`src/design/cpu_pkg.sv`:
```
package cpu_pkg;

  localparam int word_w     = 16;
  localparam int addr_w     = 8;   // 256-word ram
  localparam int page_off_w = 5;   // 32 words per page
  localparam int phys_pages = 8;
  localparam int reg_count  = 16;
  localparam int reg_sel_w  = $clog2(reg_count);
  localparam int page_w     = word_w - page_off_w;  // logical page bits
  localparam int ppage_w    = addr_w - page_off_w;  // physical page bits
  localparam int tag_w      = page_w + 1;           // logical page plus one, 0 = free

  localparam logic [7:0] op_jmp            = 8'd1;
  localparam logic [7:0] op_ram2reg        = 8'd2;
  localparam logic [7:0] op_reg2ram        = 8'd3;
  localparam logic [7:0] op_num2reg        = 8'd4;
  localparam logic [7:0] op_reg_plus       = 8'd5;
  localparam logic [7:0] op_reg_minus      = 8'd6;
  localparam logic [7:0] op_till_value     = 8'd9;
  localparam logic [7:0] op_till_non_value = 8'd10;
  localparam logic [7:0] op_loop           = 8'd11;
  localparam logic [7:0] op_exit           = 8'd17;

  localparam logic [1:0] lk_till_value     = 2'd0;
  localparam logic [1:0] lk_till_non_value = 2'd1;
  localparam logic [1:0] lk_counted        = 2'd2;

  // sequencer states
  localparam logic [2:0] st_idle   = 3'd0;
  localparam logic [2:0] st_xlate  = 3'd1;  // map request out
  localparam logic [2:0] st_xwait  = 3'd2;  // waiting for translation
  localparam logic [2:0] st_ram    = 3'd3;  // ram access issued
  localparam logic [2:0] st_load   = 3'd4;  // read data valid
  localparam logic [2:0] st_exec   = 3'd5;
  localparam logic [2:0] st_retire = 3'd6;
  localparam logic [2:0] st_halt   = 3'd7;

  // what the current translation is for
  localparam logic [1:0] xk_head = 2'd0;
  localparam logic [1:0] xk_opnd = 2'd1;
  localparam logic [1:0] xk_data = 2'd2;

  localparam logic [1:0] mp_idle  = 2'd0;
  localparam logic [1:0] mp_walk  = 2'd1;
  localparam logic [1:0] mp_probe = 2'd2;

  typedef logic [word_w-1:0] word_t;

  typedef struct packed {
    logic [page_w-1:0]     page;
    logic [page_off_w-1:0] offset;
  } logical_addr_t;

  typedef struct packed {
    logic [7:0] opcode;
    logic [7:0] reg_field;
  } inst_head_t;

  typedef struct packed {
    logic [7:0] comp_value;
    logic [7:0] count;
  } loop_operand_t;

  // second instruction word, loops read it split in two
  typedef union packed {
    word_t         imm;
    loop_operand_t loop;
  } operand_t;

  typedef struct packed {
    logic [addr_w-1:0] addr;
    word_t             data;
  } load_t;

  typedef struct packed {
    logical_addr_t laddr;
  } map_req_t;

  typedef struct packed {
    logic [addr_w-1:0] phys_addr;
    logic              fault;
  } map_resp_t;

  typedef struct packed {
    word_t                pc;
    logic [7:0]           opcode;
    logic [reg_sel_w-1:0] reg_num;
    word_t                result;
    logic [addr_w-1:0]    phys_addr;
  } retire_t;

endpackage

```
`src/design/program_ram.sv`:
```
module program_ram (
  input  logic                       clka,
  input  logic                       rst,
  input  logic                       busy,
  input  logic                       load_valid,
  input  cpu_pkg::load_t             load,
  output logic                       load_ready,
  input  logic                       ram_en,
  input  logic                       ram_we,
  input  logic [cpu_pkg::addr_w-1:0] ram_addr,
  input  cpu_pkg::word_t             ram_wdata,
  output cpu_pkg::word_t             ram_rdata
);

  cpu_pkg::word_t mem [2**cpu_pkg::addr_w];

  // load port owns the ram until the core starts
  always_ff @(posedge clka) begin
    if (!rst) begin
      load_ready <= 1'b1;
    end else begin
      load_ready <= !busy;
    end
  end

  always_ff @(posedge clka) begin
    if (load_ready) begin
      if (load_valid) begin
        mem[load.addr] <= load.data;
      end
    end else if (ram_en && ram_we) begin
      mem[ram_addr] <= ram_wdata;  // reg2ram store
    end
  end

  always_ff @(posedge clka) begin
    if (ram_en) begin
      ram_rdata <= mem[ram_addr];  // one cycle read latency
    end
  end

endmodule

```
`src/design/page_mapper.sv`:
```
module page_mapper (
  input  logic                clka,
  input  logic                rst,
  input  logic                start,
  input  logic                map_req_valid,
  input  cpu_pkg::map_req_t   map_req,
  output logic                map_req_ready,
  output logic                map_resp_valid,
  output cpu_pkg::map_resp_t  map_resp
);

  logic [cpu_pkg::ppage_w-1:0]    chain [cpu_pkg::phys_pages];  // next page, 0 ends chain
  logic [cpu_pkg::tag_w-1:0]      tag   [cpu_pkg::phys_pages];  // owner page + 1
  logic [1:0]                     mstate;
  logic [cpu_pkg::tag_w-1:0]      want;
  logic [cpu_pkg::page_off_w-1:0] off_q;
  logic [cpu_pkg::ppage_w-1:0]    cur;
  logic [cpu_pkg::ppage_w-1:0]    probe;
  logic                           last_valid;
  logic [cpu_pkg::tag_w-1:0]      last_tag;
  logic [cpu_pkg::ppage_w-1:0]    last_page;
  logic [cpu_pkg::tag_w-1:0]      req_tag;

  assign req_tag       = {1'b0, map_req.laddr.page} + 1'b1;
  assign map_req_ready = (mstate == cpu_pkg::mp_idle);

  always_ff @(posedge clka) begin
    if (!rst || start) begin
      mstate         <= cpu_pkg::mp_idle;
      map_resp_valid <= 1'b0;
      last_valid     <= 1'b0;
      for (int i = 0; i < cpu_pkg::phys_pages; i++) begin
        chain[i] <= '0;
        tag[i]   <= (i == 0) ? cpu_pkg::tag_w'(1) : '0;  // logical page 0 lives in page 0
      end
    end else begin
      map_resp_valid <= 1'b0;
      case (mstate)
        cpu_pkg::mp_idle: begin
          if (map_req_valid) begin
            want  <= req_tag;
            off_q <= map_req.laddr.offset;
            if (last_valid && last_tag == req_tag) begin
              map_resp_valid <= 1'b1;  // same page as last time
              map_resp       <= '{phys_addr: {last_page, map_req.laddr.offset}, fault: 1'b0};
            end else begin
              cur    <= '0;
              mstate <= cpu_pkg::mp_walk;
            end
          end
        end
        cpu_pkg::mp_walk: begin
          if (tag[cur] == want) begin
            map_resp_valid <= 1'b1;
            map_resp       <= '{phys_addr: {cur, off_q}, fault: 1'b0};
            last_valid     <= 1'b1;
            last_tag       <= want;
            last_page      <= cur;
            mstate         <= cpu_pkg::mp_idle;
          end else if (chain[cur] == '0) begin
            probe  <= cpu_pkg::ppage_w'(1);  // end of chain, look for a free page
            mstate <= cpu_pkg::mp_probe;
          end else begin
            cur <= chain[cur];
          end
        end
        cpu_pkg::mp_probe: begin
          if (tag[probe] == '0) begin
            chain[cur]     <= probe;  // append to chain
            tag[probe]     <= want;
            map_resp_valid <= 1'b1;
            map_resp       <= '{phys_addr: {probe, off_q}, fault: 1'b0};
            last_valid     <= 1'b1;
            last_tag       <= want;
            last_page      <= probe;
            mstate         <= cpu_pkg::mp_idle;
          end else if (&probe) begin
            map_resp_valid <= 1'b1;  // out of pages
            map_resp       <= '{phys_addr: '0, fault: 1'b1};
            mstate         <= cpu_pkg::mp_idle;
          end else begin
            probe <= probe + 1'b1;
          end
        end
        default: mstate <= cpu_pkg::mp_idle;
      endcase
    end
  end

endmodule

```
`src/design/loop_unit.sv`:
```
module loop_unit (
  input  logic              clka,
  input  logic              rst,
  input  logic              start,
  input  logic              loop_arm,
  input  cpu_pkg::operand_t arm_operand,
  input  logic [1:0]        arm_kind,
  input  cpu_pkg::word_t    watched_value,
  input  logic              body_done,
  output logic              rewind,
  output cpu_pkg::word_t    rewind_words
);

  logic       active;
  logic [1:0] kind;
  logic [7:0] count;
  logic [7:0] remaining;  // comp_value, counts down for counted loops
  logic [7:0] body_cnt;
  logic       body_end;
  logic       cond;

  assign body_end     = active && body_done && (body_cnt + 8'd1 == count);
  assign rewind       = body_end && cond;
  assign rewind_words = {7'd0, count, 1'b0};  // two words per instruction

  always_comb begin
    case (kind)
      cpu_pkg::lk_till_value:     cond = (watched_value != {8'd0, remaining});
      cpu_pkg::lk_till_non_value: cond = (watched_value == {8'd0, remaining});
      cpu_pkg::lk_counted:        cond = (remaining != 8'd0);
      default:                    cond = 1'b0;
    endcase
  end

  always_ff @(posedge clka) begin
    if (!rst || start) begin
      active    <= 1'b0;
      kind      <= cpu_pkg::lk_till_value;
      count     <= '0;
      remaining <= '0;
      body_cnt  <= '0;
    end else if (loop_arm) begin
      active    <= (arm_operand.loop.count != 8'd0);  // empty body never loops
      kind      <= arm_kind;
      count     <= arm_operand.loop.count;
      remaining <= arm_operand.loop.comp_value;
      body_cnt  <= '0;
    end else if (body_end) begin
      body_cnt <= '0;
      active   <= cond;
      if (cond && kind == cpu_pkg::lk_counted) begin
        remaining <= remaining - 8'd1;
      end
    end else if (active && body_done) begin
      body_cnt <= body_cnt + 8'd1;
    end
  end

endmodule

```
`src/design/core_sequencer.sv`:
```
module core_sequencer (
  input  logic                       clka,
  input  logic                       rst,
  input  logic                       start,
  output logic                       ram_en,
  output logic                       ram_we,
  output logic [cpu_pkg::addr_w-1:0] ram_addr,
  output cpu_pkg::word_t             ram_wdata,
  input  cpu_pkg::word_t             ram_rdata,
  output logic                       map_req_valid,
  input  logic                       map_req_ready,
  output cpu_pkg::map_req_t          map_req,
  input  logic                       map_resp_valid,
  input  cpu_pkg::map_resp_t         map_resp,
  output logic                       loop_arm,
  output cpu_pkg::operand_t          arm_operand,
  output logic [1:0]                 arm_kind,
  output cpu_pkg::word_t             watched_value,
  output logic                       body_done,
  input  logic                       rewind,
  input  cpu_pkg::word_t             rewind_words,
  output logic                       retire_valid,
  input  logic                       retire_ready,
  output cpu_pkg::retire_t           retire,
  output logic                       halted,
  output logic                       fault,
  output logic                       busy
);

  logic [2:0]                        state;
  logic [1:0]                        xkind;
  cpu_pkg::word_t                    pc;
  cpu_pkg::word_t                    pc_next;
  cpu_pkg::word_t                    xaddr;     // logical address being translated
  cpu_pkg::word_t                    result_q;
  cpu_pkg::inst_head_t               head;
  cpu_pkg::operand_t                 operand;
  logic [cpu_pkg::addr_w-1:0]        phys_q;
  logic [cpu_pkg::reg_sel_w-1:0]     rn;
  logic [cpu_pkg::reg_sel_w-1:0]     loop_reg;
  cpu_pkg::word_t                    regs [cpu_pkg::reg_count];
  logic                              reg_we;
  cpu_pkg::word_t                    reg_wd;
  logic                              is_loop;
  logic                              is_mem;
  logic                              handshake;

  assign rn        = head.reg_field[cpu_pkg::reg_sel_w-1:0];
  assign is_loop   = head.opcode inside {cpu_pkg::op_till_value, cpu_pkg::op_till_non_value,
                                         cpu_pkg::op_loop};
  assign is_mem    = head.opcode inside {cpu_pkg::op_ram2reg, cpu_pkg::op_reg2ram};
  assign handshake = retire_valid && retire_ready;

  assign map_req_valid = (state == cpu_pkg::st_xlate);
  assign map_req.laddr = xaddr;
  assign retire_valid  = (state == cpu_pkg::st_retire);
  assign halted        = (state == cpu_pkg::st_halt);
  assign busy          = !(state inside {cpu_pkg::st_idle, cpu_pkg::st_halt});

  assign loop_arm      = handshake && is_loop;
  assign body_done     = handshake && !is_loop;
  assign arm_operand   = operand;
  assign arm_kind      = head.opcode[1:0] - 2'd1;  // 9, 10, 11 map to kinds 0, 1, 2
  assign watched_value = regs[loop_reg];

  assign retire = '{pc: pc, opcode: head.opcode, reg_num: rn, result: result_q,
                    phys_addr: is_mem ? phys_q : '0};

  always_comb begin
    pc_next = pc + 16'd2;
    if (rewind) begin
      pc_next = pc + 16'd2 - rewind_words;  // back to first body instruction
    end else if (head.opcode == cpu_pkg::op_jmp) begin
      pc_next = operand.imm;
    end
  end

  // register file write port
  always_comb begin
    reg_we = 1'b0;
    reg_wd = operand.imm;
    if (state == cpu_pkg::st_exec) begin
      case (head.opcode)
        cpu_pkg::op_num2reg:   reg_we = 1'b1;
        cpu_pkg::op_reg_plus:  begin
          reg_we = 1'b1;
          reg_wd = regs[rn] + operand.imm;
        end
        cpu_pkg::op_reg_minus: begin
          reg_we = 1'b1;
          reg_wd = regs[rn] - operand.imm;
        end
        default:               reg_we = 1'b0;
      endcase
    end else if (state == cpu_pkg::st_load && xkind == cpu_pkg::xk_data &&
                 head.opcode == cpu_pkg::op_ram2reg) begin
      reg_we = 1'b1;
      reg_wd = ram_rdata;
    end
  end

  always_ff @(posedge clka) begin
    if (reg_we) begin
      regs[rn] <= reg_wd;
    end
  end

  always_ff @(posedge clka) begin
    if (!rst) begin
      state    <= cpu_pkg::st_idle;
      xkind    <= cpu_pkg::xk_head;
      pc       <= '0;
      ram_en   <= 1'b0;
      ram_we   <= 1'b0;
      fault    <= 1'b0;
      loop_reg <= '0;
    end else begin
      if (loop_arm) begin
        loop_reg <= rn;  // register the loop watches
      end
      case (state)
        cpu_pkg::st_idle: begin
          if (start) begin
            pc    <= '0;
            xaddr <= '0;
            xkind <= cpu_pkg::xk_head;
            state <= cpu_pkg::st_xlate;
          end
        end
        cpu_pkg::st_xlate: begin
          if (map_req_ready) begin
            state <= cpu_pkg::st_xwait;
          end
        end
        cpu_pkg::st_xwait: begin
          if (map_resp_valid) begin
            if (map_resp.fault) begin
              fault <= 1'b1;
              state <= cpu_pkg::st_halt;
            end else begin
              ram_en    <= 1'b1;
              ram_we    <= (xkind == cpu_pkg::xk_data) && (head.opcode == cpu_pkg::op_reg2ram);
              ram_addr  <= map_resp.phys_addr;
              ram_wdata <= regs[rn];
              phys_q    <= map_resp.phys_addr;
              state     <= cpu_pkg::st_ram;
            end
          end
        end
        cpu_pkg::st_ram: begin
          ram_en <= 1'b0;
          ram_we <= 1'b0;
          state  <= cpu_pkg::st_load;
        end
        cpu_pkg::st_load: begin
          case (xkind)
            cpu_pkg::xk_head: begin
              head  <= ram_rdata;
              xaddr <= pc + 16'd1;
              xkind <= cpu_pkg::xk_opnd;
              state <= cpu_pkg::st_xlate;
            end
            cpu_pkg::xk_opnd: begin
              operand <= ram_rdata;
              state   <= cpu_pkg::st_exec;
            end
            default: begin
              result_q <= (head.opcode == cpu_pkg::op_ram2reg) ? ram_rdata : regs[rn];
              state    <= cpu_pkg::st_retire;
            end
          endcase
        end
        cpu_pkg::st_exec: begin
          if (is_mem) begin
            xaddr <= operand.imm;  // data address goes through the mapper
            xkind <= cpu_pkg::xk_data;
            state <= cpu_pkg::st_xlate;
          end else begin
            if (reg_we) begin
              result_q <= reg_wd;
            end else if (head.opcode == cpu_pkg::op_jmp) begin
              result_q <= operand.imm;
            end else begin
              result_q <= '0;
            end
            state <= cpu_pkg::st_retire;
          end
        end
        cpu_pkg::st_retire: begin
          if (retire_ready) begin
            if (head.opcode == cpu_pkg::op_exit) begin
              state <= cpu_pkg::st_halt;
            end else begin
              pc    <= pc_next;
              xaddr <= pc_next;
              xkind <= cpu_pkg::xk_head;
              state <= cpu_pkg::st_xlate;
            end
          end
        end
        default: state <= cpu_pkg::st_halt;  // halted until reset
      endcase
    end
  end

endmodule

```
`src/design/cpu_top.sv`:
```
module cpu_top (
  input  logic             clka,
  input  logic             rst,
  input  logic             load_valid,
  input  cpu_pkg::load_t   load,
  output logic             load_ready,
  input  logic             start,
  output logic             retire_valid,
  input  logic             retire_ready,
  output cpu_pkg::retire_t retire,
  output logic             halted,
  output logic             fault,
  output logic             busy
);

  logic                       ram_en;
  logic                       ram_we;
  logic [cpu_pkg::addr_w-1:0] ram_addr;
  cpu_pkg::word_t             ram_wdata;
  cpu_pkg::word_t             ram_rdata;
  logic                       map_req_valid;
  logic                       map_req_ready;
  cpu_pkg::map_req_t          map_req;
  logic                       map_resp_valid;
  cpu_pkg::map_resp_t         map_resp;
  logic                       loop_arm;
  cpu_pkg::operand_t          arm_operand;
  logic [1:0]                 arm_kind;
  cpu_pkg::word_t             watched_value;
  logic                       body_done;
  logic                       rewind;
  cpu_pkg::word_t             rewind_words;

  program_ram ram_inst (
    .clka, .rst, .busy, .load_valid, .load, .load_ready,
    .ram_en, .ram_we, .ram_addr, .ram_wdata, .ram_rdata
  );

  page_mapper mapper_inst (
    .clka, .rst, .start, .map_req_valid, .map_req, .map_req_ready,
    .map_resp_valid, .map_resp
  );

  loop_unit loop_inst (
    .clka, .rst, .start, .loop_arm, .arm_operand, .arm_kind,
    .watched_value, .body_done, .rewind, .rewind_words
  );

  core_sequencer seq_inst (
    .clka, .rst, .start,
    .ram_en, .ram_we, .ram_addr, .ram_wdata, .ram_rdata,
    .map_req_valid, .map_req_ready, .map_req, .map_resp_valid, .map_resp,
    .loop_arm, .arm_operand, .arm_kind, .watched_value, .body_done,
    .rewind, .rewind_words,
    .retire_valid, .retire_ready, .retire, .halted, .fault, .busy
  );

endmodule

```
`config.mk`:
```
export PLATFORM = sky130hd
export DESIGN_NAME = cpu_top
export DESIGN_NICKNAME = d
export VERILOG_FILES = /design/src/design/cpu_pkg.sv /design/src/design/program_ram.sv /design/src/design/page_mapper.sv /design/src/design/loop_unit.sv /design/src/design/core_sequencer.sv /design/src/design/cpu_top.sv
export SDC_FILE = /design/constraint.sdc
export NUM_CORES = 2
export LEC_CHECK = 0
export BUFFER_PORTS_ARGS = -buffer_cell sky130_fd_sc_hd__buf_2
export CAP_MARGIN = 20
export CORE_MARGIN = 5
export CORE_UTILIZATION = 35
export DETAILED_ROUTE_END_ITERATION = 16
export SKIP_CTS_REPAIR_TIMING = 1
export SYNTH_ARGS = -nofsm -noshare
export SYNTH_HDL_FRONTEND = slang
export SYNTH_MEMORY_MAX_BITS = 65536
export SYNTH_SLANG_ARGS = --single-unit
```
`constraint.sdc`:
```
create_clock -name clka -period 13.2 [get_ports clka]
set_input_delay 0.66 -clock clka [delete_from_list [all_inputs] [get_ports clka]]
set_output_delay 0.66 -clock clka [all_outputs]
set_load 0.03 [all_outputs]
```
# == Yosys cells after proc, flatten, opt, wreduce, memory -nomap -nowiden ==
# Memories as Yosys holds them, arrays and structs flattened. A register that Yosys moved wholly into a read port is not among the register bits.
# Cells that the tools add are included.
# op_classes
add_sub_neg,10
eq_ne,50
mux,116
n_bitwise,2
n_reduce_logical,61
# ops
cell,n
$mux 16,15
$pmux 16 s2,3
$mux 3,23
$pmux 16 s4,1
$mux 9,5
$mux 8,5
$mux 12,3
$mux 1,33
$ne 2x2->1 const B,14
$pmux 9 s3,1
$eq 12x12->1,2
$eq 8x3->1 const B,3
$eq 8x4->1 const B,3
$pmux 12 s2,1
$pmux 3 s2,4
$reduce_and 4->1,6
$reduce_and 6->1,4
$mux 2,11
$pmux 3 s7,1
$reduce_and 3->1,7
$reduce_bool 2->1,9
$add 16x1->16 const B,1
$add 16x16->16,1
$add 16x2->16 const B,1
other kinds (41),82
# totals
reg_bits,191
ram_bits,4472
input_bits,29
elab_cells,274
memories,4
# memory_table
name,words,width,read_ports,rd_clocked_by_memory_dff,write_ports,line_no,text
ram_inst.mem,256,16,1,1,1,program_ram.sv:15,cpu_pkg::word_t mem [2**cpu_pkg::addr_w];
seq_inst.regs,16,16,2,2,1,core_sequencer.sv:41,cpu_pkg::word_t regs [cpu_pkg::reg_count];
mapper_inst.tag,8,12,2,2,8,page_mapper.sv:13,logic [cpu_pkg::tag_w-1:0] tag [cpu_pkg::phys_pages];
mapper_inst.chain,8,3,1,1,8,page_mapper.sv:12,logic [cpu_pkg::ppage_w-1:0] chain [cpu_pkg::phys_pages];

# == Logic depth before layout (Yosys ltp) ==
# depth
depth_word,11
ltp_mapped,18

# == Cells and area by module ==
# Synthesis repeated with hierarchy kept, for this count alone.
# hier_totals
cells_unflattened,9891
area_unflattened_um2,190141.1
# modules_own_cells
mod,instances,cells_per_inst,area_per_inst_um2,seq_area_each_um2
program_ram,1,7657,159997.2,123498.4
core_sequencer,1,1364,19550.0,10930.5
page_mapper,1,662,8861.0,5215.0
loop_unit,1,208,1732.9,540.5

# == Worst setup path before layout ==
# No wires, ideal clock.
# synth_path
path_type,register -> register
start,register seq_inst.ram_en
end,"memory ram_inst.mem[0][10] in the netlist's numbering, data pin"
setup_ns,0.823
arrival_time_ns,4.937
slack_ns,7.440
path_stages_with_launch,9
path_buffers,4
path_cell_list,dfxtp_1 nand2_1 or2_2 clkbuf_1 clkbuf_1 buf_1 buf_1 nand2_1 nand2_1
# synth_via
elab_chain_cells,6
# synth_rtl
element,line_no,text
from (decl),core_sequencer.sv:5,"output logic ram_en,"
from (signal assigned),core_sequencer.sv:113,ram_en <= 1'b0;
from (signal assigned),core_sequencer.sv:141,ram_en <= 1'b1;
from (signal assigned),core_sequencer.sv:151,ram_en <= 1'b0;
$logic_and 1x1->1,program_ram.sv:31,end else if (ram_en && ram_we) begin
$mux 1,program_ram.sv:31,
$mux 1,program_ram.sv:27,if (load_ready) begin
$mux 1 (not written as such),program_ram.sv:32,mem[ram_addr] <= ram_wdata;
$reduce_or 16->1 (no line),n/a,
$mux 16 (no line),n/a,
to (decl),program_ram.sv:15,
# No other way between the ends.

==> metrics.md <==
| Metric | Value |
|---|---|
| Setup Skew | 0.0742 ns |
| DRC violations left | 0 |
| Post-Syn Nets | 8,449 |
| Vias in the first global route | 91,500 |
| Setup TNS | 0 ns |
| Root buf cell | clkbuf_16 |
| Multi-input gate area | 43,900 sq um |
| CTS tree | yes |
| CTS Buf Count | 459 |
| WP data required | 13.96 ns |
| Area Growth Syn to Fin | 14.1% |
| Syn. warnings | 0 |
| Status | complete, but fails checks |
| Max_slew headroom | -6.49% |
| Global route overflow | 0 |
| Slack of the worst reg-to-reg path | 7.19 ns |
| Max-Cap Viols | 0 |
| Final Hold Viols | 0 |
| Period minus WS final | 6.01 ns |
| Avg WL per Cell | 30.7 microns |
| Initial core utilization | 35.1% |
| H-tree level count | 5 |
| DP HPWL | 295,000 microns |
| Layout filler cell count | 46,100 |
| #FFs+latches synth | 4,693 |
| Final #Nets | 8,949 |
| WS Path Type | flop to flop |
| Synth top cells by count | 4,619 x edfxtp_1, 1,499 x mux4_2, 415 x nor2_1 |
| Die Wd | 739 microns |
| Worst slack, placed | 7.18 ns |
| Reg2reg end | ram_inst.ram_rdata[11] |
| Later-pin clock latency in the skew report | 1.01 ns |
| Final Max Slew Viols | 68 |
| Post-synthesis sequential area ratio | 75.4% |
| Core ar. | 529,000 sq um |
| I/O pins | 86 |
| Clock-pin slew on the worst setup and hold paths | 0.06 ns |
| Post-DR vias/cell | 5.59 |
| Mapped Cells | 8,379 |
| Share of layout cells above drive strength 1 | 30.0% |
| Largest Register | ram_inst.mem |
| Worst R2R Start | seq_inst.phys_q[1] |
| Via count | 91,000 |
| Final wirelength | 500,000 microns |
| Crit path capture type | flop |
| Hold path startpoint | load[2] |
| Worst setup margin | 7.19 ns |
| PortBufs | 85 |
| RePlAce Congestion | 0.853 |
| Antenna violations before repair | 36 |
| Hold Path Depth | 3 |
| Top FF cell, synth | edfxtp_1 |
| Setup violations, final | 0 |
| Max VDD drop | 0.136 mV |
| Post-synth EDFFs | 4,619 |
| CP arrival | 6.77 ns |
| Top flop regs | ram_inst.mem: 4096 flops, seq_inst.regs: 256 flops, mapper_inst.tag: 96 flops |
| Total track usage | 17.8% |
| Top post-synthesis cells by area | edfxtp_1 75%, mux4_2 18%, nor2_1 0.84%, dfxtp_1 0.80%, clkbuf_1 0.64% |
| Synth unique cells | 86 |
| Worst reg2reg path depth | 8 |
| Highest fanout seen on the critical path | 126 |
| Worst setup SP type | flop |
| Power per cell area | 145 nW/um^2 |
| CTS sink count | 4,693 |
| Max reg flops | 4,096 |
| Starting DRT DRC Count | 11,200 |
| First-pass GRT wire length | 704,000 microns |
| Sequential Area | 140,000 sq um |
| Post-synth top area share | 74.6% |
| Chip height | 739 microns |
| Rows | 267 |
| Final period util | 45.5% |
| Largest net degree at the start of global routing | 236 |
| Post-synth top area cell | edfxtp_1 |
| Leak pwr | 65.6 nW |
| Class of the worst hold path | input port to flop |
| Hold endpoint | ram_inst.mem[32][2] |
| Fraction of registers with async set/reset | 0% |
| RSZ-0062 raised after global routing | false |
| Post-layout power | 0.0307 W |
| Post-DRT Antenna Nets | 0 |
| Failing checks | slew limit |
| CTS Buffer Depth | 4 |
| Die area | 546,000 sq um |
| Top-count cell post-synth | edfxtp_1 |
| First-pass DRT Iterations | 6 |
| Max frequency | 0.166 GHz |
| Netlist Area Pre-Place | 186,000 sq um |
| Post-Syn Area per Cell | 22.2 sq um |
| Worst slew pin tran | 1.60 ns |
per-stage QoR:
| stage | hold slack [ns] | area [sq um] | util, % | std cells |
|---|---|---|---|---|
| finish | 0.122 | 212000 | 40.1 | 16300 |
| CTS | 0.00883 | 212000 | 40.0 | 16200 |
| detailed placement | 0.406 | 197000 | 37.2 | 15400 |
| global placement | 0.409 | 197000 | 37.2 | 15400 |
| global route | 0.0431 | 212000 | 40.1 | 16300 |
| floorplan | 0.400 | 186000 | - | 8379 |
critical path, cell delays in order (launching register included):
cell and delay, ns:
edfxtp_1 0.38, buf_4 0.54, buf_4 0.94, buf_12 0.51, buf_4 0.88, mux4_2 0.43
mux4_2 0.54, mux4_2 0.62, mux4_2 0.49
layer usage:
layer  wire length [microns]  global-route usage (%)  up-vias
met4                   13500                    4.56       12
met5                      90                       0        -
li1                        -                       -    36400
met2                  239000                    28.6     4415
met3                   48100                    4.25      802
met1                  200000                    24.5    49400
final cells by class:
type | instances | area share [%]
Sequential cell | 4693 | 66.1
Multi-Input combinational cell | 3162 | 20.7
Clock buffer | 547 | 5.63
Tap cell | 6994 | 4.12
Timing Repair Buffer | 513 | 1.97
Clock inverter | 302 | 1.41
Inverter | 50 | 0.0885
Antenna cell | 17 | 0.0200
cell usage in the layout (no fill, tap or decap), drive strengths merged, types with 51 or more instances in the layout:
master,n
mux4,1499
clkinv,222
edfxtp,4619
clkbuf,547
a21oi,59
mux2i,72
nor2,415
xnor2,84
and2,126
buf,513
nand3,63
nor3,51
nand2,244
dfxtp,74
inv,61
o21ai,76
report_power, final:
part | internal, W | switching, W
Sequential | 0.0165 | 0.0000796
Clock | 0.00734 | 0.00570
Combinational | 0.000320 | 0.000756
kinds of logic (layout without fill, tap and decap cells):
logic type	count (synthesis)	count (layout)	share of synthesized area [%]
other	0	17	0
buffers and inverters	524	1412	1.14
XOR/XNOR	124	124	0.584
AO/OA/AOI/OAI	312	312	1.12
multiplexers	1584	1584	18.6
adder cells (fa/ha/maj)	41	41	0.284
flip-flops	4693	4693	75.4
AND/OR/NAND/NOR	1101	1101	2.83
worst max-delay path by stage:
stage / from / to / slack (ns) / depth (start not counted)
2_1_floorplan: seq_inst.ram_en / ram_inst.mem[0][10] / 7.44 / 8
3_3_place_gp: seq_inst.phys_q[0] / ram_inst.ram_rdata[1] / 7.27 / 8
3_5_place_dp: seq_inst.phys_q[1] / ram_inst.ram_rdata[7] / 7.18 / 8
4_1_cts: seq_inst.phys_q[1] / ram_inst.ram_rdata[9] / 7.18 / 8
5_1_grt: seq_inst.phys_q[0] / ram_inst.ram_rdata[0] / 6.90 / 8
6_report: seq_inst.phys_q[1] / ram_inst.ram_rdata[11] / 7.19 / 8
Power figures use the tool's default switching activity.
